**src/fir_pkg.sv**
```systemverilog
package fir_pkg;

  ////////////////////////////////////////////////////////////////////////////
  // widths and fixed-point formats
  ////////////////////////////////////////////////////////////////////////////

  localparam int sample_w  = 16;  // Q1.15
  localparam int coeff_w   = 16;  // Q0.16
  localparam int product_w = 31;  // Q0.31, top sign bit dropped
  localparam int acc_w     = 33;  // Q2.31
  localparam int step_w    = 3;

  typedef logic signed [sample_w-1:0]  sample_t;
  typedef logic signed [coeff_w-1:0]   coeff_t;
  typedef logic signed [product_w-1:0] product_t;
  typedef logic signed [acc_w-1:0]     acc_t;
  typedef logic [step_w-1:0]           step_t;

  ////////////////////////////////////////////////////////////////////////////
  // filter structure
  ////////////////////////////////////////////////////////////////////////////

  localparam int num_taps      = 8;
  localparam int num_parts     = 2;
  localparam int taps_per_part = num_taps / num_parts;
  localparam int frame_len     = taps_per_part + 1;  // four mac steps, one shift
  localparam step_t shift_step = step_t'(frame_len - 1);

  // symmetric taps, index 0 multiplies the newest sample
  localparam coeff_t [0:num_taps-1] coeffs = {
    16'hddbb, 16'hea8e, 16'h33db, 16'h6808,
    16'h6808, 16'h33db, 16'hea8e, 16'hddbb
  };

  // carry-select adder blocks, lsb first
  localparam int csa_num_blocks = 4;
  localparam logic [0:csa_num_blocks-1][5:0] csa_block_w = {6'd5, 6'd7, 6'd9, 6'd12};

  // low bit position of an adder block
  function automatic int csa_block_lo(input int idx);
    int lo;
    lo = 0;
    for (int i = 0; i < idx; i++) begin
      lo += int'(csa_block_w[i]);
    end
    return lo;
  endfunction

  ////////////////////////////////////////////////////////////////////////////
  // shared bundles
  ////////////////////////////////////////////////////////////////////////////

  typedef struct packed {
    step_t step;   // raw frame step
    logic  shift;  // enabled step 4
    logic  first;  // enabled step 0
    logic  mac;    // enabled steps 0..3
  } phase_t;

  typedef sample_t [num_parts-1:0] part_ops_t;

endpackage

```
**src/carry_select_adder.sv**
```systemverilog
`timescale 1ns/10ps

module carry_select_adder (
  input  fir_pkg::acc_t a,
  input  fir_pkg::acc_t b,
  output fir_pkg::acc_t sum
);

  import fir_pkg::*;

  logic [csa_num_blocks-1:1] blk_carry;  // carry into each upper block

  for (genvar i = 0; i < csa_num_blocks; i++) begin : g_block
    localparam int lo = csa_block_lo(i);
    localparam int w  = int'(csa_block_w[i]);

    logic [w-1:0] p;
    logic [w-1:0] g;
    logic [w:0]   c0;  // chain with carry-in 0
    logic [w-1:0] s0;

    assign p     = a[lo +: w] ^ b[lo +: w];
    assign g     = a[lo +: w] & b[lo +: w];
    assign c0[0] = 1'b0;

    for (genvar j = 0; j < w; j++) begin : g_bit0
      assign c0[j+1] = g[j] | (p[j] & c0[j]);
    end

    assign s0 = p ^ c0[w-1:0];

    if (i == 0) begin : g_ripple
      // plain ripple block at the bottom
      assign sum[lo +: w] = s0;
      assign blk_carry[1] = c0[w];
    end else begin : g_select
      logic [w:0]   c1;  // chain with carry-in 1
      logic [w-1:0] s1;

      assign c1[0] = 1'b1;

      for (genvar j = 0; j < w; j++) begin : g_bit1
        assign c1[j+1] = g[j] | (p[j] & c1[j]);
      end

      assign s1 = p ^ c1[w-1:0];

      assign sum[lo +: w] = blk_carry[i] ? s1 : s0;

      // top carry out is dropped, sum wraps
      if (i < csa_num_blocks - 1) begin : g_carry
        assign blk_carry[i+1] = blk_carry[i] ? c1[w] : c0[w];
      end
    end
  end

endmodule

```
**src/fir_delay_line.sv**
```systemverilog
`timescale 1ns/10ps

module fir_delay_line (
  input  logic               clk,
  input  logic               reset,
  input  fir_pkg::sample_t   filter_in,
  input  fir_pkg::phase_t    phase,
  output fir_pkg::part_ops_t ops
);

  import fir_pkg::*;

  sample_t [num_taps-1:0] taps;  // taps[0] is x[n]
  step_t                  sel;

  ////////////////////////////////////////////////////////////////////////////
  // sample shift register
  ////////////////////////////////////////////////////////////////////////////

  always_ff @(posedge clk or posedge reset) begin
    if (reset) begin
      taps <= '0;
    end else if (phase.shift) begin
      taps <= {taps[num_taps-2:0], filter_in};
    end
  end

  ////////////////////////////////////////////////////////////////////////////
  // operand select, one tap per partition per step
  ////////////////////////////////////////////////////////////////////////////

  // shift step reuses the last tap slot
  always_comb begin
    if (phase.step >= step_t'(taps_per_part)) begin
      sel = step_t'(taps_per_part - 1);
    end else begin
      sel = phase.step;
    end
  end

  always_comb begin
    for (int p = 0; p < num_parts; p++) begin
      ops[p] = taps[p * taps_per_part + int'(sel)];
    end
  end

endmodule

```
**src/fir_frame_ctrl.sv**
```systemverilog
`timescale 1ns/10ps

module fir_frame_ctrl (
  input  logic            clk,
  input  logic            reset,
  input  logic            clk_enable,
  output fir_pkg::phase_t phase
);

  import fir_pkg::*;

  step_t step;

  // 4, 0, 1, 2, 3, 4 ... one step per enabled clock
  always_ff @(posedge clk or posedge reset) begin
    if (reset) begin
      step <= shift_step;  // first enabled cycle shifts
    end else if (clk_enable) begin
      if (step >= shift_step) begin
        step <= '0;
      end else begin
        step <= step + step_t'(1);
      end
    end
  end

  // phase flags already carry the enable
  always_comb begin
    phase.step  = step;
    phase.shift = clk_enable && (step == shift_step);
    phase.first = clk_enable && (step == '0);
    phase.mac   = clk_enable && (step < shift_step);
  end

endmodule

```
**src/fir_mac_partition.sv**
```systemverilog
`timescale 1ns/10ps

module fir_mac_partition #(
  parameter int part_index = 0
) (
  input  logic             clk,
  input  logic             reset,
  input  fir_pkg::phase_t  phase,
  input  fir_pkg::sample_t sample,
  output fir_pkg::acc_t    partial
);

  import fir_pkg::*;

  step_t                                 sel;
  coeff_t                                coeff;
  logic signed [sample_w+coeff_w-1:0]    full_product;  // Q1.31
  product_t                              product;
  acc_t                                  product_ext;
  acc_t                                  acc_sum;
  acc_t                                  acc;

  ////////////////////////////////////////////////////////////////////////////
  // coefficient select and multiply
  ////////////////////////////////////////////////////////////////////////////

  always_comb begin
    if (phase.step >= step_t'(taps_per_part)) begin
      sel = step_t'(taps_per_part - 1);
    end else begin
      sel = phase.step;
    end
  end

  assign coeff        = coeffs[part_index * taps_per_part + int'(sel)];
  assign full_product = sample * coeff;
  assign product      = full_product[product_w-1:0];  // top bit is redundant
  assign product_ext  = {{(acc_w - product_w){product[product_w-1]}}, product};

  ////////////////////////////////////////////////////////////////////////////
  // accumulator
  ////////////////////////////////////////////////////////////////////////////

  carry_select_adder u_acc_add (
    .a   (acc),
    .b   (product_ext),
    .sum (acc_sum)
  );

  always_ff @(posedge clk or posedge reset) begin
    if (reset) begin
      acc <= '0;
    end else if (phase.first) begin
      acc <= product_ext;  // new frame
    end else if (phase.mac) begin
      acc <= acc_sum;
    end
  end

  assign partial = acc;  // valid after step 3

endmodule

```
**src/fir_output_stage.sv**
```systemverilog
`timescale 1ns/10ps

module fir_output_stage (
  input  logic            clk,
  input  logic            reset,
  input  fir_pkg::phase_t phase,
  input  fir_pkg::acc_t   partial_0,
  input  fir_pkg::acc_t   partial_1,
  output fir_pkg::acc_t   filter_out
);

  import fir_pkg::*;

  acc_t frame_sum;

  carry_select_adder u_final_add (
    .a   (partial_0),
    .b   (partial_1),
    .sum (frame_sum)
  );

  // both partials are complete on the shift cycle
  always_ff @(posedge clk or posedge reset) begin
    if (reset) begin
      filter_out <= '0;
    end else if (phase.shift) begin
      filter_out <= frame_sum;  // y[n], held for a frame
    end
  end

endmodule

```
**src/fir_serial_top.sv**
```systemverilog
`timescale 1ns/10ps

module fir_serial_top (
  input  logic             clk,
  input  logic             reset,
  input  logic             clk_enable,
  input  fir_pkg::sample_t filter_in,
  output fir_pkg::acc_t    filter_out,
  output logic             frame_strobe
);

  import fir_pkg::*;

  phase_t    phase;
  part_ops_t ops;
  acc_t      partial_0;
  acc_t      partial_1;

  ////////////////////////////////////////////////////////////////////////////
  // frame timing and sample storage
  ////////////////////////////////////////////////////////////////////////////

  fir_frame_ctrl u_ctrl (
    .clk        (clk),
    .reset      (reset),
    .clk_enable (clk_enable),
    .phase      (phase)
  );

  fir_delay_line u_delay (
    .clk       (clk),
    .reset     (reset),
    .filter_in (filter_in),
    .phase     (phase),
    .ops       (ops)
  );

  ////////////////////////////////////////////////////////////////////////////
  // two mac partitions and the final sum
  ////////////////////////////////////////////////////////////////////////////

  fir_mac_partition #(.part_index(0)) u_part_0 (
    .clk     (clk),
    .reset   (reset),
    .phase   (phase),
    .sample  (ops[0]),
    .partial (partial_0)
  );

  fir_mac_partition #(.part_index(1)) u_part_1 (
    .clk     (clk),
    .reset   (reset),
    .phase   (phase),
    .sample  (ops[1]),
    .partial (partial_1)
  );

  fir_output_stage u_out (
    .clk        (clk),
    .reset      (reset),
    .phase      (phase),
    .partial_0  (partial_0),
    .partial_1  (partial_1),
    .filter_out (filter_out)
  );

  assign frame_strobe = phase.shift;  // sample taken on this edge

endmodule

```
**config.mk**
```make
export PLATFORM = sky130hd
export DESIGN_NAME = fir_serial_top
export DESIGN_NICKNAME = d
export VERILOG_FILES = /design/src/fir_pkg.sv /design/src/carry_select_adder.sv /design/src/fir_delay_line.sv /design/src/fir_frame_ctrl.sv /design/src/fir_mac_partition.sv /design/src/fir_output_stage.sv /design/src/fir_serial_top.sv
export SDC_FILE = /design/constraint.sdc
export NUM_CORES = 2
export LEC_CHECK = 0
export BUFFER_PORTS_ARGS = -buffer_cell sky130_fd_sc_hd__buf_2
export CORE_MARGIN = 2
export CORE_UTILIZATION = 45
export CTS_CLUSTER_DIAMETER = 120
export CTS_CLUSTER_SIZE = 40
export DETAILED_ROUTE_END_ITERATION = 10
export PLACE_DENSITY = 0.67
export SLEW_MARGIN = 20
export SYNTH_ARGS = -nofsm -noshare
export SYNTH_HDL_FRONTEND = slang
export SYNTH_SLANG_ARGS = --single-unit
```
**constraint.sdc**
```tcl
create_clock -name clk -period 18 [get_ports clk]
set_clock_uncertainty 0.1 [all_clocks]
set_input_delay 0.9 -clock clk [delete_from_list [all_inputs] [get_ports clk]]
set_output_delay 0.9 -clock clk [all_outputs]
set_load 0.05 [all_outputs]
```
Word-level counts from Yosys, hierarchy flattened
Memory sizes are Yosys's and may differ from the RTL's.
Cells that the tools add are included.
{"block": "classes", "n_addsub": 2, "n_mul": 2, "div_mod_pow": 0, "n_lt_le_gt_ge": 6, "n_eq_ne": 1, "shifts": 0, "muxes": 30, "bitwise": 368, "n_reduce_logical": 5}
{"op": "1-bit bitwise OR", "n": 165}
{"op": "1-bit bitwise AND", "n": 156}
{"op": "33-bit two-way mux", "n": 4}
{"op": "16-bit two-way mux", "n": 7}
{"op": "16-bit binary-select mux with 3-bit select", "n": 2}
{"op": "12-bit bitwise XOR", "n": 7}
{"op": "9-bit bitwise XOR", "n": 9}
{"op": "32-bit by 4-bit >= comparator with 1-bit output (second input constant)", "n": 2}
{"op": "7-bit bitwise XOR", "n": 9}
{"op": "16-bit by 16-bit multiplier with 31-bit output", "n": 2}
{"op": "12-bit two-way mux", "n": 3}
{"op": "32-bit by 5-bit < comparator with 1-bit output (second input constant)", "n": 1}
{"op": "3-bit inverter with 32-bit output", "n": 1}
{"op": "32-bit inverter", "n": 1}
{"op": "5-bit bitwise XOR", "n": 6}
{"op": "9-bit bitwise AND", "n": 3}
{"op": "9-bit two-way mux", "n": 3}
{"op": "12-bit by 10-bit bitwise XOR with 12-bit output", "n": 2}
{"op": "11-bit by 10-bit bitwise AND with 11-bit output", "n": 2}
{"op": "7-bit bitwise AND", "n": 3}
{"op": "7-bit two-way mux", "n": 3}
{"op": "5-bit bitwise AND", "n": 3}
{"op": "11-bit bitwise AND", "n": 1}
{"op": "1-bit two-way mux", "n": 6}
{"op": "other kinds (10)", "n": 13}
{"block": "totals", "reg_bits": 230, "latch_bits": 0, "ramBits": 0, "mem_bits_ro": 256, "input_bits": 19, "out_inout_bits": 34, "elab_cells": 428, "mem_count": 2}
{"memory": "(no name shown)", "words": 8, "width": 16, "read_ports": 1, "rd_clocked_by_memory_dff": 0, "write_ports": 0, "line_no": "fir_mac_partition.sv:35", "rtl": "assign coeff = coeffs[part_index * taps_per_part + int'(sel)];"}
{"memory": "(no name shown)", "words": 8, "width": 16, "read_ports": 1, "rd_clocked_by_memory_dff": 0, "write_ports": 0, "line_no": "fir_mac_partition.sv:35"}

Logic depth before layout (Yosys ltp)
{"block": "depth", "ltp_word": 34, "ltp_mapped": 59, "depth_no_buf": 55}

Modules after synthesis
Synthesis repeated with hierarchy kept, for this count alone.
{"block": "unflattened", "cells_unflattened": 3085, "area_unflattened_um2": 31978.2}
{"mod": "fir_mac_partition at u_part_1", "n_inst": 1, "cells_per_inst": 1122, "area_per_inst_um2": 10879.2, "seq_area_each_um2": 825.8}
{"mod": "fir_mac_partition at u_part_0", "n_inst": 1, "cells_per_inst": 1122, "area_per_inst_um2": 10716.5, "seq_area_each_um2": 825.8}
{"mod": "fir_delay_line", "n_inst": 1, "cells_per_inst": 383, "area_per_inst_um2": 5625.4, "seq_area_each_um2": 3203.1}
{"mod": "carry_select_adder at u_part_0.u_acc_add ...", "n_inst": 2, "cells_per_inst": 126, "area_per_inst_um2": 1071.0, "seq_area_each_um2": 0.0}
{"mod": "fir_output_stage", "n_inst": 1, "cells_per_inst": 71, "area_per_inst_um2": 1385.1, "seq_area_each_um2": 825.8}
{"mod": "carry_select_adder at u_out.u_final_add", "n_inst": 1, "cells_per_inst": 119, "area_per_inst_um2": 1058.5, "seq_area_each_um2": 0.0}
{"mod": "fir_frame_ctrl", "n_inst": 1, "cells_per_inst": 16, "area_per_inst_um2": 171.4, "seq_area_each_um2": 76.3}

Worst setup path after synthesis
No wires, ideal clock.
{"block": "synth_path", "kind": "register -> register", "startpoint": "register u_ctrl.step[0]", "endpoint": "register u_part_1.acc[31] (netlist: u_part_1.partial[31])", "setup_time_ns": 0.078, "arrival_ns": 11.535, "required_ns": 17.822, "slack_ns": 6.288, "path_stages_with_launch": 59, "n_path_buf": 7, "synth_period_minus_slack_ns": 11.712, "path_cell_list": "dfrtp_1 buf_2 or2_1 buf_2 inv_4 clkbuf_1 clkbuf_1 buf_1 ha_1 clkbuf_1 clkbuf_1 nor2_1 fa_1 inv_1 fa_1 inv_1 ha_1 fa_1 [... 23 more ...] a21oi_1 inv_1 a21oi_1 fa_1 nand2b_1 a31oi_1 o21bai_1 a21oi_1 o21ai_1 a21oi_1 o21bai_1 a21oi_1 inv_1 a21oi_1 fa_1 nor2_1 a211oi_1 a21oi_1"}
{"block": "synth_between", "elab_chain_cells": 32, "word_cells_on_any_way": 134, "cone_classes": "add/sub: 1; mul: 1; order compare: 2; mux: 11; bitwise: 114; reduce/logical: 4; memory: 1"}
{"element": "start: declaration", "line_no": "fir_frame_ctrl.sv:12", "rtl": "step_t step;"}
{"element": "start signal: assignment", "line_no": "fir_frame_ctrl.sv:17", "rtl": "step <= shift_step;"}
{"element": "start signal: assignment", "line_no": "fir_frame_ctrl.sv:22", "rtl": "step <= step + step_t'(1);"}
{"element": "3-bit >= comparator", "line_no": "fir_delay_line.sv:34, fir_mac_partition.sv:28"}
{"element": "3-bit two-way mux", "line_no": "fir_delay_line.sv:34, fir_mac_partition.sv:28"}
{"element": "3-bit by 3-bit adder with 4-bit output", "line_no": "fir_delay_line.sv:43, fir_mac_partition.sv:35"}
{"element": "32-bit inverter (implied by the code)", "line_no": "fir_mac_partition.sv:35"}
{"element": "memory 8 x 16 bit"}
{"element": "16-bit two-way mux (implied by the code) (2 in series)", "line_no": "fir_mac_partition.sv:35"}
{"element": "16-bit by 16-bit multiplier with 31-bit output", "line_no": "fir_mac_partition.sv:36", "rtl": "assign full_product = sample * coeff;"}
{"element": "11-bit by 10-bit bitwise AND with 11-bit output or 12-bit by 10-bit bitwise XOR with 12-bit output (tied branches)", "line_no": "carry_select_adder.sv:23, carry_select_adder.sv:22"}
{"element": "[... 15 more ...]"}
{"element": "1-bit bitwise AND", "line_no": "carry_select_adder.sv:43", "rtl": "assign c1[j+1] = g[j] | (p[j] & c1[j]);"}
{"element": "1-bit bitwise OR", "line_no": "carry_select_adder.sv:43"}
{"element": "1-bit bitwise AND", "line_no": "carry_select_adder.sv:43"}
{"element": "1-bit bitwise OR", "line_no": "carry_select_adder.sv:43"}
{"element": "12-bit bitwise XOR", "line_no": "carry_select_adder.sv:46", "rtl": "assign s1 = p ^ c1[w-1:0];"}
{"element": "12-bit two-way mux", "line_no": "carry_select_adder.sv:48", "rtl": "assign sum[lo +: w] = blk_carry[i] ? s1 : s0;"}
{"element": "33-bit two-way mux", "line_no": "fir_mac_partition.sv:55", "rtl": "end else if (phase.mac) begin"}
{"element": "33-bit two-way mux", "line_no": "fir_mac_partition.sv:53", "rtl": "end else if (phase.first) begin"}
{"element": "end signal: assignment", "line_no": "fir_mac_partition.sv:54", "rtl": "acc <= product_ext;"}
{"element": "end signal: assignment", "line_no": "fir_mac_partition.sv:56", "rtl": "acc <= acc_sum;"}
{"element": "end: declaration", "line_no": "fir_mac_partition.sv:21", "rtl": "acc_t acc;"}
Parallel ways exist; a longest one is shown, timed or not. The select of a mux whose other input is x is not followed.
A chain may end at the register's enable or synchronous reset.

Worst setup path in the final report
{"block": "layout_path", "startpoint": "register u_ctrl.step[0]", "endpoint": "register u_part_1.acc[32] (netlist: u_part_1.partial[32])"}
{"block": "layout_between", "elab_chain_cells": 34, "word_cells_on_any_way": 138, "cone_classes": "add/sub: 1; mul: 1; order compare: 2; mux: 11; bitwise: 118; reduce/logical: 4; memory: 1"}
{"element": "3-bit >= comparator", "line_no": "fir_delay_line.sv:34, fir_mac_partition.sv:28"}
{"element": "3-bit two-way mux", "line_no": "fir_delay_line.sv:34, fir_mac_partition.sv:28"}
{"element": "3-bit by 3-bit adder with 4-bit output", "line_no": "fir_delay_line.sv:43, fir_mac_partition.sv:35"}
{"element": "32-bit inverter (implied by the code)", "line_no": "fir_mac_partition.sv:35"}
{"element": "memory 8 x 16 bit"}
{"element": "16-bit two-way mux (implied by the code) (2 in series)", "line_no": "fir_mac_partition.sv:35"}
{"element": "16-bit by 16-bit multiplier with 31-bit output", "line_no": "fir_mac_partition.sv:36"}
{"element": "11-bit by 10-bit bitwise AND with 11-bit output or 12-bit by 10-bit bitwise XOR with 12-bit output (tied branches)", "line_no": "carry_select_adder.sv:23, carry_select_adder.sv:22"}
{"element": "[... 17 more ...]"}
{"element": "1-bit bitwise AND", "line_no": "carry_select_adder.sv:43"}
{"element": "1-bit bitwise OR", "line_no": "carry_select_adder.sv:43"}
{"element": "1-bit bitwise AND", "line_no": "carry_select_adder.sv:43"}
{"element": "1-bit bitwise OR", "line_no": "carry_select_adder.sv:43"}
{"element": "12-bit bitwise XOR", "line_no": "carry_select_adder.sv:46"}
{"element": "12-bit two-way mux", "line_no": "carry_select_adder.sv:48"}
{"element": "33-bit two-way mux", "line_no": "fir_mac_partition.sv:55"}
{"element": "33-bit two-way mux", "line_no": "fir_mac_partition.sv:53"}
Parallel ways exist; a longest one is shown, timed or not. The select of a mux whose other input is x is not followed.

==> summary.txt <==
f_max: 76.6 MHz
async set-reset flop share out of synthesis: 100%
Final Hold Fails: 0
max incr delay on CP: 0.78 ns
clock sinks: 230
R2R cell count: 52
Core ar.: 68,800 um^2
mapped cell area: 31,400 um^2
DIE AREA: 72,000 um^2
sequential area share after synthesis: 18.3%
crit path kind: reg -> reg
Final #Nets: 4,261
RR Startpoint: u_ctrl.step[0]$_DFFE_PP0P_
ANT nets after route: 0
Post-Syn Nets: 4,279
initial antenna violation count: 1
maximum clock insertion buffer count: 3
DR WL/cell: 17.1 um
largest net degree at the start of global routing: 99
most frequent CP cell: a21oi_1
max-cap violations: 0
Least-Margin Pin Slew: 1.01 ns
CP max-delay cell: or2_2
grt ovf: 0
status: finished, final reports clean
Die Width: 268 um
row count: 96
Final HPWL DP: 62.5 mm
area delta synth->final: 5.16%
post-synth cell types: 76
post-CTS setup repair buffer count: 0
EDFF count, synth: 0
Clock Root Buffer: clkbuf_16
Slew Viols, Final: 0
CP startpoint kind: flip-flop
Post-CTS Hold Buffers: 0
via count: 22.2k
Worst EP required: 18.30 ns
I/O Pins: 53
final setup margin: 4.95 ns
CTS buffer count: 11
cell count after synthesis: 3,473
min-delay worst type: in -> async
die height: 268 um
antenna fix cells: 0
crit path max fanout: 64
Syn Area/Cell: 9.05 um^2
reg-to-reg endpoint: u_part_1.partial[32]$_DFFE_PP0P_
CP Capture Type: flip-flop
top sig layer: met5
Post-CTS Resized: 0
CTS H-Tree Depth: 1
Slew Limit Headroom: 32.7%
Reg2Reg Setup Slack: 4.95 ns
period utilization: 72.5%
GP Congestion: 0.960
CP startpoint: u_ctrl.step[0]$_DFFE_PP0P_
layout cells sized above 1: 3.90%
first-pass GRT wire length: 123 mm
crit path capture: u_part_1.partial[32]$_DFFE_PP0P_
Initial Utilization: 45.7%
Tmin final: 13.05 ns
wl on met1: 33.1 mm
DR DRC count: 0
CTS tree: yes
clock slew at reported path FFs: 0.15 ns
main flop type after synthesis: dfrtp_1
met2 wire len: 37.7 mm
final setup fails: 0
met3 wire length: 2.75 mm
clk_lat worst skew: 0.54 ns
Ys Warns: 0
TNS Setup: 0 ns
Iter 0 DRT Violations: 1,528
Seq cells post-synth: 230
drt total wl: 75.1 mm
drt pass-1 iters: 5
RSZ-0062 raised after global routing: no
Total Routing Usage GR: 21.8%
hold slack: 0.341 ns
I/O Buffers: 52
number of global-route vias before repair: 22.9k
pre-CTS setup slack: 5.10 ns
Worst Path Arrival: 13.34 ns
Via-to-Cell Ratio: 5.05
synthesized netlist by cell type (all sizes together) (16+ instances only):
library cell | count | area, um^2
nor3 | 18 | 95.1
nand2 | 651 | 2440
o21ai | 116 | 588
nor2b | 37 | 231
mux2i | 39 | 390
nor2 | 136 | 523
clkbuf | 92 | 353
o21bai | 18 | 135
and2 | 103 | 646
nand3 | 38 | 195
xnor2 | 89 | 780
o21a | 16 | 121
ha | 256 | 3200
a21boi | 19 | 143
fa | 531 | 10600
xor2 | 47 | 419
nand2b | 70 | 438
a211oi | 19 | 153
a21o | 22 | 165
buf | 18 | 81.3
dfrtp | 229 | 5730
inv | 695 | 2610
a31oi | 17 | 106
a21oi | 115 | 583
per-stage QoR:
stage | instance area (um^2) | std cells | utilization, %
detailed placement | 32700 | 4373 | 47.5
global route | 33000 | 4390 | 48.0
CTS | 33000 | 4390 | 48.0
floorplan | 31400 | 3473 | -
global placement | 32700 | 4373 | 47.5
finish | 33000 | 4390 | 48.0
layout by cell type, fill, tap and decap left out, drive strengths merged, types with 7 or more instances in the layout:
| cell | instances |
|---|---|
| o21ai | 116 |
| nor2 | 136 |
| fa | 531 |
| a21oi | 115 |
| nand2b | 70 |
| inv | 698 |
| and3 | 15 |
| dfrtp | 229 |
| a211oi | 19 |
| and2 | 103 |
| a31o | 7 |
| nor3 | 18 |
| buf | 79 |
| nand2 | 651 |
| clkbuf | 12 |
| nand3 | 38 |
| ha | 256 |
| o21a | 16 |
| mux2i | 39 |
| xnor2 | 89 |
| o21bai | 18 |
| nor2b | 37 |
| xor2 | 47 |
| a31oi | 17 |
| a21o | 22 |
| nand4 | 8 |
| a21boi | 19 |
worst min path at each step:
| stage | from | endpoint | slack, ns | cells after the start |
|---|---|---|---|---|
| global route | reset | u_part_0.partial[12]$_DFFE_PP0P_ | 0.40 | 2 |
| detailed placement | u_out.filter_out[4]$_DFFE_PP0P_ | u_out.filter_out[4]$_DFFE_PP0P_ | 0.36 | 2 |
| finish | reset | u_part_0.partial[12]$_DFFE_PP0P_ | 0.34 | 2 |
| CTS | reset | u_part_0.partial[12]$_DFFE_PP0P_ | 0.37 | 2 |
| floorplan | u_delay.taps[112]$_DFFE_PP0P_ | u_delay.taps[112]$_DFFE_PP0P_ | 0.35 | 2 |
| global placement | u_out.filter_out[4]$_DFFE_PP0P_ | u_out.filter_out[4]$_DFFE_PP0P_ | 0.36 | 2 |
area by class of cell:
type                            count  area [um^2]
Clock inverter                      5         98.8
Tap cell                          931         1160
Multi-Input combinational cell   2438        22700
Clock buffer                       12          279
Timing Repair Buffer               79          463
Fill cell                        6572        35800
Inverter                          695         2620
Sequential cell                   230         5760
worst max-delay path: cells and delay by family, from the launching register on:
family | cells | cell delay (ns)
buffers and inverters | 6 | 0.92
AOI/OAI and AO/OA | 18 | 4.16
and+or+nand+nor | 17 | 3.01
adders and majority gates | 11 | 3.97
DFF | 1 | 0.76
per-layer routing:
metal,vias to the layer above,global-route usage [%]
met5,-,0
met2,403,37.7
li1,10500,-
met1,11200,30.2
met4,2,4.76
met3,83,1.59
sequential cells by signal, indices dropped and copies added (netlist names):
register          flops
u_part_1.partial     33
u_part_0.partial     33
u_ctrl.step           3
u_out.filter_out     33
u_delay.taps        128
cells by family (layout without fill, tap and decap cells):
group | Yosys count | after routing | synth area share (%)
flops | 230 | 230 | 18.3
xor+xnor | 136 | 136 | 3.81
compound gates | 372 | 372 | 7.19
fa+ha+maj | 787 | 787 | 44.0
mux | 41 | 41 | 1.31
simple gates | 1102 | 1102 | 15.6
buf+inv | 805 | 791 | 9.69
Power is not shown: default switching activity piles up to over one toggle a cycle in this logic, so the estimate is an artifact.
